==> src/rcn_settings.svh <==
`ifndef RCN_SETTINGS_SVH
`define RCN_SETTINGS_SVH

// Ring size and buffering for the rcn ring bus.

// Number of master stations between the slave output and the slave input.
// Station ids are 4 bits wide, so at most 16 stations fit on one ring.
`define RCN_NUM_MASTERS 3

// Request buffer entries in front of each station.
// Must be a power of two so the pointers wrap on their own.
`define RCN_BUF_DEPTH 4

// Slave memory depth in 32-bit words.
`define RCN_MEM_WORDS 256

// Word-address bits used to index the slave memory.
// Higher address bits are ignored, so the memory aliases.
`define RCN_MEM_AW 8

`endif

==> src/rcn_pkg.sv <==
`default_nettype none

package rcn_pkg;

  typedef logic [3:0]  rcn_id_t;     // station id carried on the ring.
  typedef logic [1:0]  rcn_seq_t;    // request tag chosen by the user.
  typedef logic [3:0]  rcn_mask_t;   // one enable per byte lane.
  typedef logic [19:0] rcn_waddr_t;  // word address on the ring.
  typedef logic [21:0] rcn_baddr_t;  // byte address at the user ports.
  typedef logic [31:0] rcn_data_t;

  // One ring slot.
  // A set pending bit marks a request, a clear one marks a response.
  // The we field holds the byte mask of a write and is zero for a read.
  typedef struct packed {
    logic       valid;
    logic       pending;
    rcn_id_t    id;
    rcn_seq_t   seq;
    rcn_mask_t  we;
    rcn_waddr_t addr;
    rcn_data_t  data;
  } rcn_bus_t;

  // Request as it is held in the station buffer.
  typedef struct packed {
    rcn_seq_t   seq;
    logic       wr;
    rcn_mask_t  mask;
    rcn_waddr_t addr;
    rcn_data_t  wdata;
  } rcn_req_t;

  // Response handed back to the user of a station.
  typedef struct packed {
    rcn_seq_t   seq;
    rcn_mask_t  mask;
    rcn_baddr_t addr;    // byte address with the two low bits zero.
    rcn_data_t  data;
  } rcn_rsp_t;

endpackage

`default_nettype wire

==> src/rcn_master.sv <==
`timescale 1ns/1ps
`default_nettype none

module rcn_master #(
  parameter int MASTER_ID = 0
) (
  input  wire                clk,
  input  wire                rst,

  input  wire rcn_pkg::rcn_bus_t  rcn_in,
  output rcn_pkg::rcn_bus_t       rcn_out,

  input  wire                cs,
  input  wire rcn_pkg::rcn_req_t  req,
  output logic               busy,

  output logic               rdone,
  output logic               wdone,
  output rcn_pkg::rcn_rsp_t       rsp
);

  localparam rcn_pkg::rcn_id_t MY_ID = rcn_pkg::rcn_id_t'(MASTER_ID);

  logic              own_rsp;
  logic              slot_free;
  logic              inject;
  rcn_pkg::rcn_bus_t req_word;
  rcn_pkg::rcn_bus_t nxt_word;

  // a response is ours only when pending is clear and the id matches.
  assign own_rsp = rcn_in.valid && !rcn_in.pending && (rcn_in.id == MY_ID);

  // Removing our own response frees the slot in the same cycle,
  // so a new request can take its place right away.
  assign slot_free = !rcn_in.valid || own_rsp;
  assign busy      = !slot_free;  // nothing can be placed on the ring now.
  assign inject    = cs && slot_free;

  // Build the ring word for the local request.
  always_comb begin
    req_word         = '0;
    req_word.valid   = 1'b1;
    req_word.pending = 1'b1;
    req_word.id      = MY_ID;
    req_word.seq     = req.seq;
    req_word.addr    = req.addr;
    if (req.wr) begin
      req_word.we   = req.mask;   // reads leave the mask at zero.
      req_word.data = req.wdata;
    end
  end

  // choose what leaves this station on the next cycle.
  always_comb begin
    if (inject) begin
      nxt_word = req_word;
    end else if (own_rsp) begin
      nxt_word = '0;              // the consumed response leaves an empty slot.
    end else begin
      nxt_word = rcn_in;          // foreign traffic goes on unchanged.
    end
  end

  always_ff @(posedge clk or posedge rst) begin
    if (rst) begin
      rcn_out <= '0;
    end else begin
      rcn_out <= nxt_word;        // one register stage per hop.
    end
  end

  // A write response still carries its byte mask, a read response does not.
  assign rdone = own_rsp && (rcn_in.we == '0);
  assign wdone = own_rsp && (rcn_in.we != '0);

  always_comb begin
    rsp.seq  = rcn_in.seq;
    rsp.mask = rcn_in.we;
    rsp.addr = {rcn_in.addr, 2'b00};  // back to a byte address.
    rsp.data = rcn_in.data;
  end

endmodule

`default_nettype wire

==> src/rcn_master_buf.sv <==
`timescale 1ns/1ps
`default_nettype none
`include "rcn_settings.svh"

module rcn_master_buf #(
  parameter int MASTER_ID = 0
) (
  input  wire                clk,
  input  wire                rst,

  input  wire rcn_pkg::rcn_bus_t  rcn_in,
  output rcn_pkg::rcn_bus_t       rcn_out,

  input  wire                cs,
  input  wire rcn_pkg::rcn_req_t  req,
  output logic               busy,

  output logic               issue,
  output rcn_pkg::rcn_seq_t       iss_seq,

  output logic               rdone,
  output logic               wdone,
  output rcn_pkg::rcn_rsp_t       rsp
);

  localparam int PTR_W = $clog2(`RCN_BUF_DEPTH);

  rcn_pkg::rcn_req_t buf_mem [`RCN_BUF_DEPTH];
  logic [PTR_W-1:0]  wr_ptr;
  logic [PTR_W-1:0]  rd_ptr;
  logic [PTR_W:0]    count;
  logic              push;
  logic              pop;
  logic              head_vld;
  logic              stn_busy;
  rcn_pkg::rcn_req_t head;

  assign busy     = (count == (PTR_W+1)'(`RCN_BUF_DEPTH));  // high only when full.
  assign push     = cs && !busy;
  assign head_vld = (count != '0);
  assign head     = buf_mem[rd_ptr];
  assign pop      = head_vld && !stn_busy;  // the station takes the head this cycle.

  assign issue   = pop;
  assign iss_seq = head.seq;

  always_ff @(posedge clk or posedge rst) begin
    if (rst) begin
      wr_ptr <= '0;
      rd_ptr <= '0;
      count  <= '0;
    end else begin
      if (push) wr_ptr <= wr_ptr + 1'b1;
      if (pop) rd_ptr <= rd_ptr + 1'b1;
      case ({push, pop})
        2'b10:   count <= count + 1'b1;
        2'b01:   count <= count - 1'b1;
        default: count <= count;    // both or neither leave the level unchanged.
      endcase
    end
  end

  always_ff @(posedge clk) begin
    if (push) buf_mem[wr_ptr] <= req;
  end

  rcn_master #(
    .MASTER_ID (MASTER_ID)
  ) u_master (
    .clk     (clk),
    .rst     (rst),
    .rcn_in  (rcn_in),
    .rcn_out (rcn_out),
    .cs      (head_vld),
    .req     (head),
    .busy    (stn_busy),
    .rdone   (rdone),
    .wdone   (wdone),
    .rsp     (rsp)
  );

endmodule

`default_nettype wire

==> config.mk <==
export PLATFORM = sky130hd
export DESIGN_NAME = rcn_master_buf
export DESIGN_NICKNAME = d
export VERILOG_FILES = /design/src/rcn_pkg.sv /design/src/rcn_master.sv /design/src/rcn_master_buf.sv
export VERILOG_INCLUDE_DIRS = /design/src
export SDC_FILE = /design/constraint.sdc
export NUM_CORES = 1
export LEC_CHECK = 0
export BUFFER_PORTS_ARGS = -buffer_cell sky130_fd_sc_hd__buf_2
export CAP_MARGIN = 10
export CORE_UTILIZATION = 30
export DETAILED_ROUTE_END_ITERATION = 12
export PLACE_DENSITY_LB_ADDON = 0.15
export SYNTH_ARGS = -nofsm -noshare
export SYNTH_HDL_FRONTEND = slang
export SYNTH_SLANG_ARGS = --single-unit
==> constraint.sdc <==
create_clock -name clk -period 4.2 [get_ports clk]
set_input_delay 0.84 -clock clk [delete_from_list [all_inputs] [get_ports clk]]
set_output_delay 0.84 -clock clk [all_outputs]
set_load 0.02 [all_outputs]
==> results of run 1 <==
-- metal layers --
layer  GRT usage, %  vias to the layer above  wire, um
met1           17.9                     3114     11500
met2           23.0                      168     13100
met3           3.19                       43      1370
li1               -                     2798         -
met5              0                        -        23
met4           3.79                        4       478
-- final cells by class --
cell class / instances / share of cell area [%]
multi-input combinational: 198 / 14.5
sequential: 307 / 63.0
clock inverter: 12 / 0.818
timing repair buffer: 263 / 9.53
clock buffer: 54 / 7.32
tap: 511 / 4.54
inverter: 8 / 0.267
-- power groups by stage --
stage,Sequential [mW],Combinational [mW],Clock (mW)
5_1_grt,4.34,2.65,3.22
4_1_cts,4.28,2.50,3.09
6_report,4.27,2.38,2.99
2_1_floorplan,4.55,1.39,0
3_3_place_gp,4.33,2.48,0
3_5_place_dp,4.34,2.49,0
-- kinds of logic after synthesis --
family | count (synthesis) | share of synthesized area (%)
other | 1 | 0.0325
xor gates and xnor gates | 6 | 0.520
DFF | 307 | 76.8
muxes | 24 | 4.48
adders and majority gates | 6 | 0.715
AOI/OAI and AO/OA | 132 | 10.1
buffers and inverters | 101 | 5.86
and+or+nand+nor | 28 | 1.52
-- sequential cells by signal, indices dropped and copies added (netlist names) --
register,cells
count,3
wr_ptr,2
u_master.rcn_out,64
rd_ptr,2
buf_mem,236
-- metrics by stage --
| stage | std cells | cell area (um2) |
|---|---|---|
| 2_1_floorplan | 606 | 11500 |
| 3_3_place_gp | 1287 | 12900 |
| 3_5_place_dp | 1287 | 12900 |
| 4_1_cts | 1353 | 14100 |
| 5_1_grt | 1353 | 14100 |
| 6_report | 1353 | 14100 |
-- Yosys cell counts, drive strengths merged, types with 2 or more instances --
cell type | n | share of area (%)
a221oi | 36 | 2.7
a22o | 58 | 4.4
and2 | 4 | 0.22
and3 | 3 | 0.16
buf | 87 | 5.4
clkbuf | 6 | 0.20
dfrtp | 71 | 15
edfxtp | 236 | 61
ha | 5 | 0.54
inv | 7 | 0.23
mux4 | 22 | 4.3
nand2 | 4 | 0.15
nor2 | 4 | 0.13
nor2b | 5 | 0.27
nor3 | 2 | 0.13
o2bb2ai | 36 | 2.7
xnor2 | 3 | 0.29
xor2 | 3 | 0.23
-- final timing paths --
kind | slack, ns | end | startpoint | depth (start not counted)
worst max-delay path | 1.16 | wdone | rcn_in[61] | 5
worst min-delay path | 0.49 | u_master.rcn_out[52] | rst | 2
worst max register to register | 1.74 | buf_mem[2][50] | count[0] | 4
worst min register to register | 0.49 | count[2] | count[2] | 1
max in group asynchronous | 2.91 | u_master.rcn_out[40] | rst | 3
min in group clk | 0.49 | count[2] | count[2] | 1
==> Flow_metrics.wiki, run 1 <==
{| class="wikitable"
! Metric !! Value
|-
| Commonest cells after routing, fill and taps aside || sky130_fd_sc_hd__buf_2 (253), sky130_fd_sc_hd__edfxtp_1 (236), sky130_fd_sc_hd__dfrtp_1 (70), sky130_fd_sc_hd__a22o_1 (58), sky130_fd_sc_hd__clkbuf_16 (37)
|-
| Most common library cell in the layout ignoring fill and taps || sky130_fd_sc_hd__buf_2
|-
| Starting density of the core || 30.6%
|-
| Core Util, Final || 37.3%
|-
| Worst-case clock buffer depth || 3
|-
| Proportion of layout cells with a drive suffix above 1 || 42.3%
|-
| CTS tree || done
|-
| Shortest clock period the worst path allows after layout || 3.04 ns
|-
| Hold Buf Count CTS || 0
|-
| Library cell used as clock root buffer || sky130_fd_sc_hd__clkbuf_16
|-
| Reported leakage power || 5.34 nW
|-
| Global route total overflow || 0
|-
| Max-Slew Margin vs Limit || 31.8%
|-
| Highest achievable clock rate || 329 MHz
|-
| CTS clock-pin slew for the worst setup and hold paths || 0.06 ns
|-
| Pint || 6.75 mW
|-
| Pwr per Cell Area || 685 nW/um2
|-
| Required time of the critical path || 3.36 ns
|-
| Area occupied by multi-input gates || 2050 um2
|-
| Clock network latency to the later pin of the worst-skew pair || 0.50 ns
|-
| Number of buffer cells added on primary ports || 253
|-
| Share of async-settable or async-resettable flops after synthesis || 23.1%
|-
| Die boundary width || 198 um
|-
| Count of distinct cell types in the synthesized netlist || 36
|-
| Final hold slack || 0.491 ns
|-
| Relative area change from synthesis to final layout || 21.9%
|-
| Worst slack after detailed placement || 1.17 ns
|-
| Worst slew pin tran || 1.02 ns
|-
| Number of buffer and inverter instances along the worst setup path || 2
|-
| Number of global-route vias before repair || 6476
|-
| Gp weighted congestion || 0.672
|-
| Final total negative setup slack || 0 ns
|-
| Top cell by count, worst path || sky130_fd_sc_hd__buf_2
|-
| Biggest fanout along the worst timing path || 3
|-
| IO Count || 256
|-
| CTS resizes || 0
|-
| # clock sinks || 307
|-
| Total power after layout || 9.64 mW
|-
| Violation count after the first detailed-routing iteration || 260
|-
| Vertical die dimension || 198 um
|-
| Initial DRT Pass Iterations || 4
|-
| Number of fill cells in the layout || 3583
|-
| Synthesized flop and latch total || 307
|-
| Arr. time, crit path || 2.20 ns
|-
| Max stage delay on crit path || 0.45 ns
|-
| Ant. Diodes || 0
|-
| Mapped Avg Cell Area || 19.1 um2
|-
| Worst-path cell chain || buf_2, or3_4, nor3_2, and3_1, buf_2
|-
| Crit. End Element || primary output
|-
| DRC || 0
|-
| Slowest cell on crit path || sky130_fd_sc_hd__nor3_2
|-
| Post-CTS setup buffer count || 0
|-
| Critical Path Source Type || input port
|-
| CTS H-tree depth || 2
|-
| Initial antenna violation count || 2
|-
| Final setup vio count || 0
|-
| Setup slack of the critical path after layout || 1.16 ns
|-
| All-layer global routing usage || 13.8%
|-
| HPWL after detailed placement || 15.6 mm
|-
| Wire length after detailed routing || 26.5 mm
|-
| Cell count after synthesis || 605
|-
| Switching power share of the total || 30.0%
|-
| Relative contribution of sequential cells to total power || 44.2%
|-
| Sw Pwr || 2.89 mW
|-
| Area of the die || 39300 um2
|-
| Drt via density || 4.53
|-
| Wire length of the first global-routing pass || 40.1 mm
|-
| Type of the tightest min-delay check || in -> async
|-
| Number of endpoints with negative hold slack in the final report || 0
|-
| VDD IR-drop max || 0.333 mV
|-
| Reported max-cap violation count || 0
|-
| Via count || 6127
|-
| Final layout net count || 946
|-
| Total count of max-transition violations in the final report || 0
|-
| Category of cells accounting for the largest share of critical-path delay || simple AND/OR/NAND/NOR gates
|-
| Unrepaired setup endpoints after global routing || no
|-
| Share of the clock period used by the worst path || 72.3%
|-
| Number of buffers added by the clock tree synthesis step || 36
|-
| Sequential area share after synthesis || 76.8%
|-
| Antenna violation net count after detailed routing || 0
|-
| Outcome || complete, no violations
|-
| Number of synthesized flops with an enable pin || 236
|-
| Post-synth top flop || sky130_fd_sc_hd__edfxtp_1
|-
| Relative contribution of the clock network to total power || 31.1%
|-
| Path type of the worst setup path || in -> out
|-
| Routed wire length per instance || 19.6 um
|-
| Maximum number of pins on one net before global-route repair || 60
|-
| Setup clock skew after layout || 0.00793 ns
|-
| Cell area after synthesis || 11500 um2
|-
| Ys Warns || 0
|-
| Part of the power in combinational logic || 24.7%
|-
| Core outline area || 37800 um2
|-
| Area of all sequential standard cells || 8860 um2
|-
| Number of rows created at floorplan || 71
|}
No activity file was read; power rests on OpenSTA's default activity.
==> run 2, diff against run 1 <==
clock period = 3.05 ns   (was 4.2 ns; I/O delays follow)
==> run 2 against run 1 <==
Combinational power grew 46%. Register-to-register slack lost 0.89 ns. Worst hold slack lost 0.34 ns. Core utilization grew 0.39 points. Setup slack lost 0.82 ns. Clock power grew 40%. Clock skew grew 0.011 ns. Sequential power grew 36%. Non-clock buffer count grew 8. Sequential cell count is the same.
==> Flow_metrics.wiki, run 2 (same netlist as run 1, synthesis figures left out) <==
{| class="wikitable"
! Metric !! Value
|-
| Setup slack on the worst flop-to-flop path || 0.85 ns (was 1.74 ns)
|-
| Library cell used as clock root buffer || sky130_fd_sc_hd__clkbuf_16 (unchanged)
|-
| Flip-flop count of the largest register, all copies and words added || 236 (unchanged)
|-
| Clock network latency to the later pin of the worst-skew pair || 0.52 ns (was 0.50 ns)
|-
| Gp weighted congestion || 0.657 (was 0.672)
|-
| HPWL after detailed placement || 15.9 mm (was 15.6 mm)
|-
| First element of the critical path || rd_ptr[0] (was rcn_in[61])
|-
| All-layer global routing usage || 13.9% (was 13.8%)
|-
| Wire length of the first global-routing pass || 39.8 mm (was 40.1 mm)
|-
| Area of the die || 39300 um2 (unchanged)
|-
| CTS resizes || 0 (unchanged)
|-
| Type of the tightest min-delay check || in -> async (unchanged)
|-
| Number of buffer cells added on primary ports || 253 (unchanged)
|-
| Final setup vio count || 0 (unchanged)
|-
| Starting density of the core || 30.6% (unchanged)
|-
| Outcome || complete, no violations (unchanged)
|-
| Most common library cell in the layout ignoring fill and taps || sky130_fd_sc_hd__buf_2 (unchanged)
|-
| Biggest fanout along the worst timing path || 10 (was 3)
|-
| Cell count of the worst reg-to-reg path || 10 (was 4)
|-
| Highest achievable clock rate || 369 MHz
|-
| Routed wire length per instance || 19.8 um (was 19.6 um)
|-
| Top Registers || buf_mem x236, u_master.rcn_out x64, count x3 (unchanged)
|-
| Via count || 6166 (was 6127)
|-
| Maximum number of pins on one net before global-route repair || 60 (unchanged)
|-
| Initial DRT Pass Iterations || 6 (was 4)
|-
| Number of endpoints with negative hold slack in the final report || 0 (unchanged)
|-
| VDD IR-drop max || 0.391 mV (was 0.333 mV)
|-
| Crit. End Element || primary output (unchanged)
|-
| Global route total overflow || 0 (unchanged)
|-
| Number of buffers added by the clock tree synthesis step || 36 (unchanged)
|-
| Number of global-route vias before repair || 6407 (was 6476)
|-
| Startpoint of the most critical register-to-register path || count[0] (unchanged)
|-
| Antenna violation net count after detailed routing || 0 (unchanged)
|-
| Arr. time, crit path || 2.10 ns (was 2.20 ns)
|-
| Violation count after the first detailed-routing iteration || 291 (was 260)
|-
| Proportion of layout cells with a drive suffix above 1 || 42.8% (was 42.3%)
|-
| Path type of the worst setup path || reg -> out (was in -> out)
|-
| IO Count || 256 (unchanged)
|-
| Max-Slew Margin vs Limit || 35.5% (was 31.8%)
|-
| Critical Path Source Type || register (was input port)
|-
| Final total negative setup slack || 0 ns (unchanged)
|-
| Commonest cells after routing, fill and taps aside || sky130_fd_sc_hd__buf_2 (253), sky130_fd_sc_hd__edfxtp_1 (236), sky130_fd_sc_hd__dfrtp_1 (70), sky130_fd_sc_hd__a22o_1 (58), sky130_fd_sc_hd__clkbuf_16 (37) (unchanged)
|-
| Reg with most FFs || buf_mem (unchanged)
|-
| Required time of the critical path || 2.44 ns (was 3.36 ns)
|-
| Unrepaired setup endpoints after global routing || no (unchanged)
|-
| Relative area change from synthesis to final layout || 23.2% (was 21.9%)
|-
| Shortest clock period the worst path allows after layout || 2.71 ns
|-
| CTS tree || done (unchanged)
|-
| Die boundary width || 198 um (unchanged)
|-
| Share of the clock period used by the worst path || 88.9%
|-
| Initial antenna violation count || 4 (was 2)
|-
| DRC || 0 (unchanged)
|-
| Hold Buf Count CTS || 0 (unchanged)
|-
| Reported max-cap violation count || 0 (unchanged)
|-
| CTS clock-pin slew for the worst setup and hold paths || 0.06 ns (about the same)
|-
| Pwr per Cell Area || 947 nW/um2 (was 685 nW/um2)
|-
| Setup clock skew after layout || 0.0191 ns (was 0.00793 ns)
|-
| Number of rows created at floorplan || 71 (unchanged)
|-
| Total count of max-transition violations in the final report || 0 (unchanged)
|-
| # clock sinks || 307 (unchanged)
|-
| Drt via density || 4.53 (about the same)
|-
| Capturing point of the worst reg2reg path || count[2] (was buf_mem[2][50])
|-
| CTS H-tree depth || 2 (unchanged)
|-
| Wire length after detailed routing || 26.9 mm (was 26.5 mm)
|-
| Worst-case clock buffer depth || 3 (unchanged)
|-
| Reported leakage power || 5.40 nW (was 5.34 nW)
|-
| Count of placed standard cells including taps || 1295 (was 1287)
|-
| Final layout net count || 954 (was 946)
|-
| Post-CTS setup buffer count || 0 (unchanged)
|-
| Final Non-Filler Cells || 1362 (was 1353)
|-
| Total power after layout || 13.5 mW (was 9.64 mW)
|-
| Worst slew pin tran || 0.967 ns (was 1.02 ns)
|-
| Core outline area || 37800 um2 (unchanged)
|-
| Vertical die dimension || 198 um (unchanged)
|}
-- run 2: changes by cell type in the layout (fill, tap and decap cells not counted), moves of 2 or more --
cell	delta
sky130_fd_sc_hd__clkinv_1	+2
sky130_fd_sc_hd__clkbuf_1	-2
sky130_fd_sc_hd__buf_4	+2
sky130_fd_sc_hd__buf_12	+6
sky130_fd_sc_hd__clkbuf_8	-2
-- run 2: how the worst max path moves through the flow --
stage / slack, ns / end / cells after the start
final: 0.34 / iss_seq[1] / 3
after global routing: 0.21 / iss_seq[1] / 3
after detailed placement: 0.44 / count[2] / 11
after floorplan: 0.20 / buf_mem[2][0] / 4
after CTS: 0.25 / iss_seq[1] / 3
after global placement: 0.46 / count[2] / 11
-- run 2: final cells by class --
| type | count | area, um2 |
|---|---|---|
| flip-flops and latches | 307 | 8860 |
| multi-input cells | 198 | 2050 |
| well taps | 511 | 639 |
| fillers | 3540 | 23500 |
| diodes | 1 | 2.50 |
| clock inverters | 16 | 160 |
| inverters | 8 | 37.5 |
| repair buffers | 271 | 1480 |
| clock buffers | 50 | 995 |
-- run 2: routing by layer --
metal  global-route usage (%)  vias up  wire [um]
met3                     3.10       43       1320
li1                         -     2817          -
met5                        0        -         23
met1                     18.1     3139      11900
met2                     22.9      163      13100
met4                     4.42        4        571
-- run 2: metrics by stage --
stage,setup WS (ns),instance area (um2),util (%),hold WS (ns)
final,0.338,14200,37.7,0.154
after global routing,0.207,14200,37.7,0.202
after CTS,0.252,14200,37.7,0.170
after detailed placement,0.439,13100,34.6,0.482
after global placement,0.460,13100,34.6,0.480
after floorplan,0.202,11500,-,0.457
-- run 2: worst max-delay path, stage by stage (launching register included) --
cell	delay (ns)
sky130_fd_sc_hd__dfrtp_2	0.51
sky130_fd_sc_hd__buf_4	0.31
sky130_fd_sc_hd__mux4_2	0.57
sky130_fd_sc_hd__buf_2	0.18
-- run 2: power by group --
group / internal (mW) / switching, mW / total, mW
Sequential: 5.56 / 0.243 / 5.81
Clock: 2.54 / 1.64 / 4.18
Combinational: 1.30 / 2.17 / 3.48
Total: 9.41 / 4.06 / 13.5
==> run 3, diff against run 2 <==
BUFFER_PORTS_ARGS = not set   (was -buffer_cell sky130_fd_sc_hd__buf_2)
DONT_BUFFER_PORTS = 1   (was not set)
clock period = 3.4 ns   (was 3.05 ns; I/O delays follow)
==> run 3 against run 2 <==
Global-route usage up 0.18 points. Routed wire length down 0.48%. Via count decreased by 13%. Final area decreased by 9.6%. Sequential share of layout area rose by 6.6 points. Clock skew fell by 0.00061 ns. Largest cell class unchanged. Highest routed layer is now met4.
==> Flow_metrics.wiki, run 3 (same netlist as run 1, synthesis figures left out) <==
{| class="wikitable"
! Metric !! Value
|-
| Proportion of layout cells with a drive suffix above 1 || 17.8% (was 42.8%)
|-
| Reg with most FFs || buf_mem (unchanged)
|-
| Routed wire length per instance || 24.3 um (was 19.8 um)
|-
| Number of fill cells in the layout || 3560 (was 3540)
|-
| Ant. Diodes || 0 (was 1)
|-
| Number of rows created at floorplan || 71 (unchanged)
|-
| Arr. time, crit path || 2.16 ns (was 2.10 ns)
|-
| Met1 track demand over resource in global routing || 17.4% (was 18.1%)
|-
| CTS resizes || 0 (unchanged)
|-
| Category of cells accounting for the largest share of critical-path delay || multiplexers (unchanged)
|-
| Hold Buf Count CTS || 0 (unchanged)
|-
| GR Layer Usage met2 || 22.4% (was 22.9%)
|-
| Most Crowded Layer GR || met2 (unchanged)
|-
| CTS H-tree depth || 2 (unchanged)
|-
| Number of buffer and inverter instances along the worst setup path || 1 (was 2)
|-
| Highest achievable clock rate || 353 MHz
|-
| Commonest cells after routing, fill and taps aside || sky130_fd_sc_hd__edfxtp_1 (236), sky130_fd_sc_hd__dfrtp_1 (70), sky130_fd_sc_hd__a22o_1 (58) (was sky130_fd_sc_hd__buf_2 (253), sky130_fd_sc_hd__edfxtp_1 (236), sky130_fd_sc_hd__dfrtp_1 (70), sky130_fd_sc_hd__a22o_1 (58), sky130_fd_sc_hd__clkbuf_16 (37))
|-
| Path type of the worst setup path || reg -> out (unchanged)
|-
| Worst-case clock buffer depth || 3 (unchanged)
|-
| Maximum number of pins on one net before global-route repair || 72 (was 60)
|-
| Count of placed standard cells including taps || 1039 (was 1295)
|-
| Via count || 5373 (was 6166)
|-
| Number of endpoints with negative hold slack in the final report || 0 (unchanged)
|-
| Crit. End Element || primary output (unchanged)
|-
| Final total negative setup slack || 0 ns (unchanged)
|-
| Total count of max-transition violations in the final report || 0 (unchanged)
|-
| Part of the power in combinational logic || 19.6% (was 25.8%)
|-
| Relative area change from synthesis to final layout || 11.4% (was 23.2%)
|-
| Worst-path cell chain || buf_4, mux4_2 (was buf_4, mux4_2, buf_2)
|-
| Final Non-Filler Cells || 1102 (was 1362)
|-
| Max stage delay on crit path || 0.69 ns (was 0.57 ns)
|-
| Post-CTS setup buffer count || 0 (unchanged)
|-
| Clock network latency to the later pin of the worst-skew pair || 0.53 ns (was 0.52 ns)
|-
| Relative contribution of the clock network to total power || 31.5% (was 31.0%)
|-
| VDD IR-drop max || 0.390 mV (was 0.391 mV)
|-
| Area of the die || 39300 um2 (unchanged)
|-
| Pwr per Cell Area || 897 nW/um2 (was 947 nW/um2)
|-
| Top Registers || buf_mem x236, u_master.rcn_out x64, count x3 (unchanged)
|-
| DRC || 0 (unchanged)
|-
| CTS tree || done (unchanged)
|-
| Gp weighted congestion || 0.716 (was 0.657)
|-
| Max-Slew Margin vs Limit || 29.4% (was 35.5%)
|-
| Shortest clock period the worst path allows after layout || 2.84 ns
|-
| Vertical die dimension || 198 um (unchanged)
|-
| Global route total overflow || 0 (unchanged)
|-
| CTS clock-pin slew for the worst setup and hold paths || 0.05 ns (was 0.06 ns)
|-
| Number of buffers added by the clock tree synthesis step || 35 (was 36)
|-
| IO Count || 256 (unchanged)
|-
| Initial antenna violation count || 0 (was 4)
|-
| Most common library cell in the layout ignoring fill and taps || sky130_fd_sc_hd__edfxtp_1 (was sky130_fd_sc_hd__buf_2)
|-
| Library cell used as clock root buffer || sky130_fd_sc_hd__clkbuf_16 (unchanged)
|-
| Switching power share of the total || 30.2% (was 30.1%)
|-
| Core outline area || 37800 um2 (unchanged)
|-
| Biggest fanout along the worst timing path || 24 (was 10)
|-
| Violation count after the first detailed-routing iteration || 238 (was 291)
|-
| Final setup vio count || 0 (unchanged)
|-
| Drt via density || 4.88 (was 4.53)
|-
| Wire length after detailed routing || 26.8 mm (was 26.9 mm)
|-
| All-layer global routing usage || 14.1% (was 13.9%)
|-
| Initial DRT Pass Iterations || 5 (was 6)
|-
| Die boundary width || 198 um (unchanged)
|-
| Slowest cell on crit path || sky130_fd_sc_hd__mux4_2 (unchanged)
|-
| Flip-flop count of the largest register, all copies and words added || 236 (unchanged)
|-
| Type of the tightest min-delay check || in -> reg (was in -> async)
|-
| Met3 global-route usage || 4.46% (was 3.10%)
|-
| Setup slack on the worst flop-to-flop path || 0.96 ns (was 0.85 ns)
|-
| Relative contribution of sequential cells to total power || 48.8% (was 43.1%)
|-
| Pint || 8.05 mW (was 9.41 mW)
|-
| Required time of the critical path || 2.72 ns (was 2.44 ns)
|-
| Number of buffer cells added on primary ports || 0 (was 253)
|-
| Worst slew pin tran || 1.06 ns (was 0.967 ns)
|-
| Unrepaired setup endpoints after global routing || no (unchanged)
|-
| Share of the clock period used by the worst path || 83.4%
|-
| Reported max-cap violation count || 0 (unchanged)
|-
| Sw Pwr || 3.48 mW (was 4.06 mW)
|-
| HPWL after detailed placement || 15.7 mm (was 15.9 mm)
|-
| Wire length of the first global-routing pass || 39.2 mm (was 39.8 mm)
|-
| Critical Path Source Type || register (unchanged)
|-
| Setup clock skew after layout || 0.0185 ns (was 0.0191 ns)
|-
| Final layout net count || 697 (was 954)
|-
| Reported leakage power || 4.34 nW (was 5.40 nW)
|-
| Starting density of the core || 30.6% (unchanged)
|-
| Antenna violation net count after detailed routing || 0 (unchanged)
|-
| Outcome || complete, no violations (unchanged)
|-
| # clock sinks || 307 (unchanged)
|-
| Number of global-route vias before repair || 5868 (was 6407)
|}
## run 3: cell types whose count changed in the layout (fill, tap and decap cells not counted), sizes merged
| cell | before | now |
|---|---|---|
| diode | 1 | 0 |
| bufinv | 3 | 2 |
| clkinvlp | 1 | 0 |
| clkbuf | 50 | 54 |
| inv | 9 | 8 |
| buf | 271 | 15 |
| clkinv | 11 | 7 |
## run 3: cell type report
type,instances,area [um2],area share (%)
sequential,307,8860,68.9
multi-input combinational,198,2050,15.9
clock buffer,54,998,7.76
tap,511,639,4.97
timing repair buffer,15,163,1.26
clock inverter,9,110,0.856
inverter,8,37.5,0.292
## run 3: path summary, 6_finish.rpt
| check | from | endpoint | cells after the start |
|---|---|---|---|
| worst min-delay path | req[44] | buf_mem[3][44] | 0 |
| min in group asynchronous | rst | u_master.rcn_out[0] | 1 |
| worst max-delay path | rd_ptr[0] | iss_seq[0] | 2 |
| worst max register to register | count[0] | buf_mem[1][0] | 5 |
| max in group asynchronous | rst | rd_ptr[0] | 1 |
| worst min register to register | count[2] | count[2] | 1 |
## run 3: metal layers
| metal | part of all wire, % | up-vias | wire length [um] |
|---|---|---|---|
| met5 | 0 | - | 0 |
| met3 | 7.6 | 46 | 2030 |
| met1 | 41 | 2854 | 11000 |
| met2 | 48 | 180 | 13000 |
| met4 | 2.9 | 0 | 770 |
| li1 | - | 2293 | - |
## run 3: worst register-to-register path, cell delays in order, from the launching register on
cell,delay (ns)
sky130_fd_sc_hd__dfrtp_1,0.39
sky130_fd_sc_hd__inv_1,0.09
sky130_fd_sc_hd__and3_1,0.27
sky130_fd_sc_hd__nor2b_1,0.46
sky130_fd_sc_hd__and2_4,0.58
sky130_fd_sc_hd__buf_12,0.30
## run 3: power by group through the flow
stage                     Combinational, mW  Clock, mW  Sequential [mW]
after floorplan                        1.71          0             5.62
after global placement                 2.33          0             5.69
after detailed placement               2.38          0             5.72
after CTS                              2.39       3.76             5.65
after global routing                   2.53       3.89             5.71
final                                  2.26       3.64             5.63
## run 3: through the flow
step,instance area (um2),power [mW],utilization [%],hold slack (ns),setup slack [ns]
after global placement,11800,8.02,31.1,0.478,0.813
after CTS,12900,11.8,34.1,0.191,0.469
after global routing,12900,12.1,34.1,0.198,0.428
after detailed placement,11800,8.10,31.1,0.481,0.805
final,12900,11.5,34.1,0.236,0.564
after floorplan,11500,7.34,-,0.457,0.531
